### src/rx_const_pkg.sv
// datapath widths and payload types shared by the buffer, the FFE and the register block
`default_nettype none

package rx_const_pkg;

    // ADC code and weight widths, both signed
    localparam int CODE_W = 8;
    localparam int WEIGHT_W = 8;

    // number of FFE taps and width of the programmable right shift
    localparam int FFE_LENGTH = 4;
    localparam int SHIFT_W = 4;

    // full-precision product, plus guard bits for the four-tap sum
    localparam int PROD_W = CODE_W + WEIGHT_W;
    localparam int SUM_W = PROD_W + 2;

    // saturated equalizer output
    localparam int RESULT_W = 10;
    localparam int RESULT_MAX = 2 ** (RESULT_W - 1) - 1;
    localparam int RESULT_MIN = -(2 ** (RESULT_W - 1));

    typedef logic signed [CODE_W-1:0] code_t;
    typedef logic signed [WEIGHT_W-1:0] weight_t;
    typedef logic signed [RESULT_W-1:0] result_t;

    // element 0 is the newest code
    typedef code_t [FFE_LENGTH-1:0] tap_vec_t;

    // weight k multiplies tap k
    typedef weight_t [FFE_LENGTH-1:0] weight_vec_t;

endpackage

`default_nettype wire

### src/rx_regs_pkg.sv
// APB register map, bus structs and the configuration bundle used by the receiver back end
`default_nettype none

package rx_regs_pkg;

    localparam int APB_ADDR_W = 8;
    localparam int APB_DATA_W = 32;

    // register map
    localparam logic [APB_ADDR_W-1:0] ADDR_CTRL = 8'h00;
    localparam logic [APB_ADDR_W-1:0] ADDR_WEIGHT0 = 8'h04;
    localparam logic [APB_ADDR_W-1:0] ADDR_DEC_COUNT = 8'h14;

    // fields of the control register
    localparam int CTRL_ENABLE_BIT = 0;
    localparam int CTRL_SHIFT_LSB = 4;

    // weight k sits at ADDR_WEIGHT0 + 4k
    localparam int WEIGHT_IDX_W = $clog2(rx_const_pkg::FFE_LENGTH);

    // saturating count of one-decisions
    localparam int DEC_COUNT_W = 16;

    typedef struct packed {
        logic                  psel;
        logic                  penable;
        logic                  pwrite;
        logic [APB_ADDR_W-1:0] paddr;
        logic [APB_DATA_W-1:0] pwdata;
    } apb_req_t;

    typedef struct packed {
        logic [APB_DATA_W-1:0] prdata;
        logic                  pready;
        logic                  pslverr;
    } apb_rsp_t;

    typedef struct packed {
        logic                               enable;
        logic [rx_const_pkg::SHIFT_W-1:0]   shift;
        rx_const_pkg::weight_vec_t          weights;
    } rx_cfg_t;

endpackage

`default_nettype wire

### src/rx_apb_regs.sv
// APB slave holding FFE weights, shift and enable, and counting one-decisions for software
`timescale 1ns/1ps
`default_nettype none

module rx_apb_regs (
    input  wire logic                  clk_i,
    input  wire logic                  rst_n_i,
    input  wire rx_regs_pkg::apb_req_t apb_req_i,
    output rx_regs_pkg::apb_rsp_t      apb_rsp_o,
    input  wire logic                  dec_i,
    input  wire logic                  dec_valid_i,
    output rx_regs_pkg::rx_cfg_t       cfg_o
);

    import rx_const_pkg::*;
    import rx_regs_pkg::*;

    logic                    access;
    logic                    wr_en;
    logic                    hit_ctrl;
    logic                    hit_weight;
    logic                    hit_count;
    logic                    bad_access;
    logic [APB_ADDR_W-1:0]   weight_off;
    logic [WEIGHT_IDX_W-1:0] weight_idx;
    logic [DEC_COUNT_W-1:0]  dec_count;

    // access phase of a transfer, no wait states
    assign access = apb_req_i.psel & apb_req_i.penable;

    // address decode
    // an address below the weight window wraps to a large offset and misses
    assign weight_off = apb_req_i.paddr - ADDR_WEIGHT0;
    assign weight_idx = weight_off[2 +: WEIGHT_IDX_W];
    assign hit_ctrl = (apb_req_i.paddr == ADDR_CTRL);
    assign hit_weight = (weight_off[1:0] == 2'b00) && ((weight_off >> 2) < FFE_LENGTH);
    assign hit_count = (apb_req_i.paddr == ADDR_DEC_COUNT);

    // unmapped address, or a count write that is not the clear
    assign bad_access = !(hit_ctrl || hit_weight || hit_count) ||
                        (apb_req_i.pwrite && hit_count && (apb_req_i.pwdata != '0));

    assign wr_en = access & apb_req_i.pwrite & ~bad_access;

    // configuration registers
    always_ff @(posedge clk_i or negedge rst_n_i) begin
        if (!rst_n_i) begin
            cfg_o <= '0;
        end else if (wr_en) begin
            if (hit_ctrl) begin
                cfg_o.enable <= apb_req_i.pwdata[CTRL_ENABLE_BIT];
                cfg_o.shift <= apb_req_i.pwdata[CTRL_SHIFT_LSB +: SHIFT_W];
            end
            if (hit_weight) begin
                cfg_o.weights[weight_idx] <= apb_req_i.pwdata[WEIGHT_W-1:0];
            end
        end
    end

    // decision counter
    // a software clear wins over a same-cycle increment
    always_ff @(posedge clk_i or negedge rst_n_i) begin
        if (!rst_n_i) begin
            dec_count <= '0;
        end else if (wr_en && hit_count) begin
            dec_count <= '0;
        end else if (dec_valid_i && dec_i && !(&dec_count)) begin
            dec_count <= dec_count + 1'b1;
        end
    end

    // read data and error flag, valid in the access phase
    always_comb begin
        apb_rsp_o = '0;
        apb_rsp_o.pready = 1'b1;
        apb_rsp_o.pslverr = access & bad_access;
        if (hit_ctrl) begin
            apb_rsp_o.prdata[CTRL_ENABLE_BIT] = cfg_o.enable;
            apb_rsp_o.prdata[CTRL_SHIFT_LSB +: SHIFT_W] = cfg_o.shift;
        end else if (hit_weight) begin
            apb_rsp_o.prdata[WEIGHT_W-1:0] = cfg_o.weights[weight_idx];
        end else if (hit_count) begin
            apb_rsp_o.prdata[DEC_COUNT_W-1:0] = dec_count;
        end
    end

endmodule

`default_nettype wire

### src/rx_sample_buffer.sv
// code history line that hands the FFE all taps in parallel once per accepted ADC code
`timescale 1ns/1ps
`default_nettype none

module rx_sample_buffer (
    input  wire logic                  clk_i,
    input  wire logic                  rst_n_i,
    input  wire rx_const_pkg::code_t   code_i,
    input  wire logic                  code_valid_i,
    input  wire logic                  enable_i,
    output rx_const_pkg::tap_vec_t     taps_o,
    output logic                       taps_valid_o
);

    import rx_const_pkg::*;

    logic     accept;
    tap_vec_t history;

    // codes arriving while disabled are dropped
    assign accept = code_valid_i & enable_i;

    // newest code enters at element 0, oldest falls off the top
    // history holds through idle cycles and through disable
    always_ff @(posedge clk_i or negedge rst_n_i) begin
        if (!rst_n_i) begin
            history <= '0;
        end else if (accept) begin
            history <= {history[FFE_LENGTH-2:0], code_i};
        end
    end

    // one-cycle strobe aligned with the updated history
    always_ff @(posedge clk_i or negedge rst_n_i) begin
        if (!rst_n_i) begin
            taps_valid_o <= 1'b0;
        end else begin
            taps_valid_o <= accept;
        end
    end

    assign taps_o = history;

endmodule

`default_nettype wire

### src/rx_ffe.sv
// three-stage feed-forward equalizer: products, sum, then shift, saturate and slice
`timescale 1ns/1ps
`default_nettype none

module rx_ffe (
    input  wire logic                              clk_i,
    input  wire logic                              rst_n_i,
    input  wire rx_const_pkg::tap_vec_t            taps_i,
    input  wire logic                              taps_valid_i,
    input  wire rx_const_pkg::weight_vec_t         weights_i,
    input  wire logic [rx_const_pkg::SHIFT_W-1:0]  shift_i,
    output rx_const_pkg::result_t                  result_o,
    output logic                                   data_o,
    output logic                                   data_valid_o
);

    import rx_const_pkg::*;

    // stage 1: per-tap products
    logic signed [PROD_W-1:0] prod_q [FFE_LENGTH];
    logic                     s1_valid;

    // stage 2: sum over taps
    logic signed [SUM_W-1:0]  sum_d;
    logic signed [SUM_W-1:0]  sum_q;
    logic                     s2_valid;

    // stage 3 inputs
    logic signed [SUM_W-1:0]  shifted;
    result_t                  result_d;

    // weights are sampled here, together with the taps
    always_ff @(posedge clk_i) begin
        if (taps_valid_i) begin
            for (int k = 0; k < FFE_LENGTH; k++) begin
                prod_q[k] <= weights_i[k] * taps_i[k];
            end
        end
    end

    // two guard bits cover the four-tap worst case
    always_comb begin
        sum_d = '0;
        for (int k = 0; k < FFE_LENGTH; k++) begin
            sum_d = sum_d + prod_q[k];
        end
    end

    always_ff @(posedge clk_i) begin
        if (s1_valid) begin
            sum_q <= sum_d;
        end
    end

    // arithmetic shift keeps the sign, then clamp to the result range
    assign shifted = sum_q >>> shift_i;

    always_comb begin
        if (shifted > RESULT_MAX) begin
            result_d = result_t'(RESULT_MAX);
        end else if (shifted < RESULT_MIN) begin
            result_d = result_t'(RESULT_MIN);
        end else begin
            result_d = shifted[RESULT_W-1:0];
        end
    end

    // output stage, holds the last decision between valids
    always_ff @(posedge clk_i or negedge rst_n_i) begin
        if (!rst_n_i) begin
            result_o <= '0;
            data_o <= 1'b0;
        end else if (s2_valid) begin
            result_o <= result_d;
            // slicer, one for strictly positive
            data_o <= (result_d > 0);
        end
    end

    // valid bits move with the data
    always_ff @(posedge clk_i or negedge rst_n_i) begin
        if (!rst_n_i) begin
            s1_valid <= 1'b0;
            s2_valid <= 1'b0;
            data_valid_o <= 1'b0;
        end else begin
            s1_valid <= taps_valid_i;
            s2_valid <= s1_valid;
            data_valid_o <= s2_valid;
        end
    end

endmodule

`default_nettype wire

### src/rx_top.sv
// receiver back end top: APB registers, code history and FFE for one lane
`timescale 1ns/1ps
`default_nettype none

module rx_top (
    input  wire logic                   clk_i,
    input  wire logic                   rst_n_i,
    input  wire rx_const_pkg::code_t    code_i,
    input  wire logic                   code_valid_i,
    input  wire rx_regs_pkg::apb_req_t  apb_req_i,
    output wire rx_regs_pkg::apb_rsp_t  apb_rsp_o,
    output wire rx_const_pkg::result_t  result_o,
    output wire logic                   data_o,
    output wire logic                   data_valid_o
);

    import rx_const_pkg::*;
    import rx_regs_pkg::*;

    // configuration from software
    rx_cfg_t  cfg;

    // history to equalizer
    tap_vec_t taps;
    logic     taps_valid;

    // register block, also counts one-decisions from the slicer
    rx_apb_regs regs0 (
        .clk_i       (clk_i),
        .rst_n_i     (rst_n_i),
        .apb_req_i   (apb_req_i),
        .apb_rsp_o   (apb_rsp_o),
        .dec_i       (data_o),
        .dec_valid_i (data_valid_o),
        .cfg_o       (cfg)
    );

    // accepts codes only while enabled
    rx_sample_buffer buf0 (
        .clk_i        (clk_i),
        .rst_n_i      (rst_n_i),
        .code_i       (code_i),
        .code_valid_i (code_valid_i),
        .enable_i     (cfg.enable),
        .taps_o       (taps),
        .taps_valid_o (taps_valid)
    );

    // three cycles behind the buffer, four behind the accepted code
    rx_ffe ffe0 (
        .clk_i        (clk_i),
        .rst_n_i      (rst_n_i),
        .taps_i       (taps),
        .taps_valid_i (taps_valid),
        .weights_i    (cfg.weights),
        .shift_i      (cfg.shift),
        .result_o     (result_o),
        .data_o       (data_o),
        .data_valid_o (data_valid_o)
    );

endmodule

`default_nettype wire

### config.mk
export PLATFORM = sky130hd
export DESIGN_NAME = rx_top
export DESIGN_NICKNAME = d
export VERILOG_FILES = /design/src/rx_const_pkg.sv /design/src/rx_regs_pkg.sv /design/src/rx_apb_regs.sv /design/src/rx_sample_buffer.sv /design/src/rx_ffe.sv /design/src/rx_top.sv
export SDC_FILE = /design/constraint.sdc
export NUM_CORES = 1
export LEC_CHECK = 0
export BUFFER_PORTS_ARGS = -buffer_cell sky130_fd_sc_hd__buf_2
export CAP_MARGIN = 20
export CORE_MARGIN = 3
export CORE_UTILIZATION = 48
export DETAILED_ROUTE_END_ITERATION = 8
export PLACE_DENSITY = 0.65
export SYNTH_ARGS = -nofsm -noshare
export SYNTH_HDL_FRONTEND = slang
export SYNTH_SLANG_ARGS = --single-unit
### constraint.sdc
create_clock -name clk_i -period 4.5 [get_ports clk_i]
set_clock_uncertainty 0.15 [all_clocks]
set_input_delay 0 -clock clk_i [delete_from_list [all_inputs] [get_ports clk_i]]
set_output_delay 0 -clock clk_i [all_outputs]
set_load 0.005 [all_outputs]
Word-level counts from Yosys, hierarchy flattened
Memory sizes are Yosys's and may differ from the RTL's.
Cells that the tools add are included.
{ "op_classes": {"n_addsub": 5, "n_mul": 4, "order_cmp": 6, "n_eq_ne": 1, "n_shift": 1, "mux": 18, "n_bitwise": 6, "n_reduce_logical": 19} }
{ "ops": {"columns": ["operator", "n"], "rows": [
  ["$mul 8x8->16", 4],
  ["$mux 16", 3],
  ["$mux 8", 5],
  ["$bwmux 32", 1],
  ["$reduce_bool 32->1", 1],
  ["$mux 10", 2],
  ["$add 17x16->18", 1],
  ["$add 18x16->18", 1],
  ["$gt 18x10->1 const B", 1],
  ["$lt 18x10->1 const B", 1],
  ["$sshr 18x4->18", 1],
  ["$add 16x16->17", 1],
  ["$add 16x1->16 const B", 1],
  ["$bmux 8 s2", 1],
  ["$demux 8 s2", 1],
  ["$reduce_and 16->1", 1],
  ["$gt 10x1->1 const B", 1],
  ["$eq 8x5->1 const B", 1],
  ["$logic_not 8->1", 1],
  ["$sub 8x3->8 const B", 1],
  ["$logic_and 1x1->1", 7],
  ["$lt 6x3->1 const B", 1],
  ["$and 1x1->1", 5],
  ["$mux 4", 1],
  ["other kinds (10)", 16]
]} }
{ "word_totals": {"register_bits": 118, "mem_bits_rw": 64, "in_bits": 54, "out_inout_bits": 46, "memories": 1} }
{ "memory_table": {"columns": ["name", "depth", "word_bits", "rd", "rd_ports_with_merged_regs", "wr", "line_no", "source"], "rows": [
  ["ffe0.prod_q", 4, 16, 4, 0, 4, "rx_ffe.sv:20", "logic signed [PROD_W-1:0] prod_q [FFE_LENGTH];"]
]} }

Longest topological paths before layout
{ "depth": {"ltp_word": 11, "depth_mapped": 18, "depth_no_buf": 17} }

Cells and area by module
A second synthesis with hierarchy kept.
{ "hier_totals": {"cells_unflattened": 1811, "hier_area_um2": 19726.4} }
{ "by_module_without_submodules": {"columns": ["mod", "n_inst", "cells_per_inst", "area_per_inst_um2"], "rows": [
  ["rx_ffe", 1, 1473, 15252.1],
  ["rx_apb_regs", 1, 268, 3135.5],
  ["rx_sample_buffer", 1, 70, 1338.8]
]} }

Worst setup path after synthesis
No wires, ideal clock.
{ "synth_path": {"path_type": "flip-flop to flip-flop", "startpoint": "register buf0.history, in the netlist buf0.taps_o[4]", "endpoint": "memory ffe0.prod_q[0][15] in the netlist's numbering, data pin", "arrival_time_ps": 4561, "required_time_ps": 4091, "path_slack_ps": -471, "stages_incl_launch_ff": 19, "synth_period_minus_slack_ps": 4971, "cell_sequence": "dfrtp_1 > clkbuf_1 > and2_1 > fa_1 > inv_1 > fa_1 > inv_1 > fa_1 > inv_1 > fa_1 > inv_1 > ha_1 > nand2_1 > o21ai_0 > nor4_1 > nor3_1 > a2111oi_0 > a21oi_1 > xnor2_1"} }
{ "synth_lines": {"columns": ["item", "line_no", "source"], "rows": [
  ["start: declaration", "rx_sample_buffer.sv:18", "tap_vec_t history;"],
  ["start signal: assignment", "rx_sample_buffer.sv:29", "history <= {history[FFE_LENGTH-2:0], code_i};"],
  ["end: declaration", "rx_ffe.sv:20", null]
]} }

==> results.py <==
metrics = {
    "timing": {
        "setup_ws_ns": -0.0510,
        "slew_headroom": 0.364,
        "maxSlewViolCount": 0,
        "hold_slack_ns": 0.0386,
        "finalCritPeriodShare": 1.01,
        "hold_viol_final": 0,
        "rsz0062_at_grt": "true",
        "setup_violations": 1,
        "max_freq_ghz": 0.220,
        "tightest_slew_ns": 0.954,
        "finalCriticalPeriod_ns": 4.55,
    },
    "power_and_ir_drop": {
        "ir_worst_vdd_v": 0.000207,
        "power_density_nw_per_um2": 142,
        "leakagePower_nw": 10.8,
    },
    "final_layout": {
        "design_area_um2": 23500,
        "mostFrequentLayoutCells": "325 x inv_1, 243 x fa_1, 210 x buf_4, 165 x and2_1, 113 x ha_1",
        "nNetsFinal": 2604,
        "final_cell_count_no_fill": 2696,
        "drive_above_1_share": 0.283,
        "finish.utilization": 0.590,
        "final_common_cell": "inv_1",
        "syn2layout_area_growth_pct": 21.1,
    },
    "place": {
        "dp_slack_ns": -0.220,
        "placed_cells": 2616,
        "place_area_um2": 21800,
        "gp_congestion": 0.862,
        "portBuffers": 82,
        "dp_hpwl_um": 38100,
    },
    "floorplan": {
        "dieArea_um2": 42900,
        "start_util": 0.487,
        "die_w_um": 207,
        "rows": 73,
        "coreArea_um2": 39800,
        "ios": 100,
        "die_height_um": 207,
    },
    "flow_run": {
        "max_cap_viol_count": 0,
    },
    "synth": {
        "yosys.area.top_type": "fa_1",
        "avgSynthCellArea_um2": 10.4,
        "ys_seq_area_frac": 0.256,
        "ys_types": 66,
        "synth_area_leaders": "fa_1 26%, dfrtp_1 13%, edfxtp_1 13%",
        "synth_edf_count": 82,
        "ys_ff_latch": 182,
        "synthCells": 1861,
        "async_reset_ff_frac": 0.549,
        "netlist_area_um2": 19400,
        "yosys_warnings": 0,
        "synthFlopType": "dfrtp_1",
        "synth_top_area_frac": 0.261,
    },
    "grt": {
        "antenna_found_initial": 1,
        "grt_pass1_vias": 14700,
        "grt-ovfl-total": 0,
        "grt_pass1_wl_um": 76900,
        "grt_max_degree": 65,
        "grt_util_all_layers": 0.224,
    },
    "setup_path": {
        "crit_start": "regs0.cfg_o[13]$_DFFE_PN0P_",
        "worstReg2RegEnd": "ffe0.prod_q[1][15]$_DFFE_PP_",
        "r2r_start": "regs0.cfg_o[13]$_DFFE_PN0P_",
        "crit_path_end": "ffe0.prod_q[1][15]$_DFFE_PP_",
        "critPathLaunchType": "flip-flop",
        "r2r_slack_ns": -0.05,
        "criticalPathCategory": "flip-flop to flip-flop",
        "arrival_ns": 4.60,
        "reg2reg_depth": 17,
        "cp_data_required_time_ns": 4.55,
        "endpoint_kind": "flip-flop",
        "path_max_fanout": 7,
    },
    "drt": {
        "postRouteAntennaNets": 0,
        "wl_um": 47200,
        "wl_per_cell_um": 17.5,
        "avgViaCountPerCell": 5.12,
        "firstDrtPassIters": 5,
        "drtIter0Drc": 812,
        "route.detailed.drc": 0,
        "vias": 13800,
    },
    "run_status": {
        "violations": "setup timing",
        "status": "finished, violations left",
    },
    "clocking": {
        "clock_sinks": 182,
        "insertion_delay_ns": 0.46,
        "cts_buffers": 17,
        "clk_path_buf_depth": 2,
        "htreeDepth": 4,
        "clkTransAtPathRegs_ns": 0.08,
        "cts-root-buf": "clkbuf_16",
        "cts_tree": "done",
    },
    "min_path": {
        "hp-class": "input pin to asynchronous set/reset pin",
    },
}
[worst max-delay path, stage by stage, from the launching register on]
cell and delay (ns):
dfrtp_2 0.47, buf_6 0.13, nand2_1 0.06, fa_1 0.51
inv_1 0.06, fa_1 0.51, fa_1 0.56, inv_2 0.04
fa_1 0.54, inv_1 0.05, ha_1 0.31, o21a_1 0.12
nor2_2 0.16, a21oi_4 0.06, a211oi_2 0.25, a21oi_2 0.10
nor2_1 0.12, xnor2_1 0.11
[cell usage after synthesis (all sizes together), types with 34 or more instances]
| cell type | n |
|---|---|
| fa | 253 |
| nor2 | 82 |
| buf | 34 |
| xnor2 | 67 |
| inv | 347 |
| nand2 | 115 |
| a21oi | 50 |
| mux2 | 83 |
| edfxtp | 82 |
| and2 | 185 |
| dfrtp | 100 |
| nor2b | 37 |
| ha | 140 |
[flip-flops by register name, indices dropped and copies added, names as in the netlist]
signal             flops
buf0.taps_o           32
buf0.taps_valid_o      1
ffe0.data_o            1
ffe0.data_valid_o      1
ffe0.prod_q           64
ffe0.result_o         10
ffe0.s1_valid          1
ffe0.s2_valid          1
ffe0.sum_q            18
regs0.cfg_o           37
regs0.dec_count       16
[logic make-up after synthesis]
kind of cell	synth area share
multiplexers	0.0732
buffers and inverters	0.0833
AND/OR/NAND/NOR	0.144
AO/OA/AOI/OAI	0.0511
XOR/XNOR	0.0406
adder cells (fa/ha/maj)	0.351
other	0.000387
flip-flops	0.256
[what timing repair did]
item	in CTS	in global routing
setup buffers	20	11
gates resized for setup	74	110
endpoints found under the hold margin	109	0
hold buffers	18	0
setup endpoints to repair	13	20
pin swaps	58	57
[layer usage]
metal  track usage  wire length, µm  up-vias
met5             0                0        -
met4        0.0566              998        0
met3        0.0295             1600       50
met2         0.388            24100      222
met1         0.301            20500     7026
li1              -                -     6505
[area by class of cell]
type,count,area [µm²]
Sequential cell,182,5000
Fill cell,3355,16300
Timing Repair Buffer,321,2300
Inverter,347,1300
Antenna cell,1,2.50
Tap cell,525,657
Multi-Input combinational cell,1288,13600
Clock buffer,17,425
Clock inverter,15,156
[power breakdown]
part | internal, W | leakage (nW) | switching [W] | total (W)
clock network | 0.000744 | 0.284 | 0.000773 | 0.00152
logic | 0.0000422 | 8.69 | 0.0000615 | 0.000104
registers | 0.00172 | 1.84 | 0.00000107 | 0.00173
total | 0.00251 | 10.8 | 0.000835 | 0.00335
[metrics by stage]
stage | setup TNS (ns) | total power (W)
after floorplan | 0 | 0.00180
after global placement | -0.802 | 0.00185
after detailed placement | -1.41 | 0.00185
after CTS | -0.0975 | 0.00337
after global routing | -1.12 | 0.00345
final | -0.0510 | 0.00335
[worst min-delay path by stage]
stage          startpoint                      endpoint
6_report          rst_n_i       ffe0.s1_valid$_DFF_PN0_
5_1_grt           rst_n_i       ffe0.s1_valid$_DFF_PN0_
4_1_cts           rst_n_i       ffe0.s1_valid$_DFF_PN0_
3_5_place_dp      rst_n_i  ffe0.result_o[2]$_DFFE_PN0P_
3_3_place_gp      rst_n_i  ffe0.result_o[3]$_DFFE_PN0P_
2_1_floorplan     rst_n_i    buf0.taps_o[0]$_DFFE_PN0P_
Power figures use the tool's default switching activity.
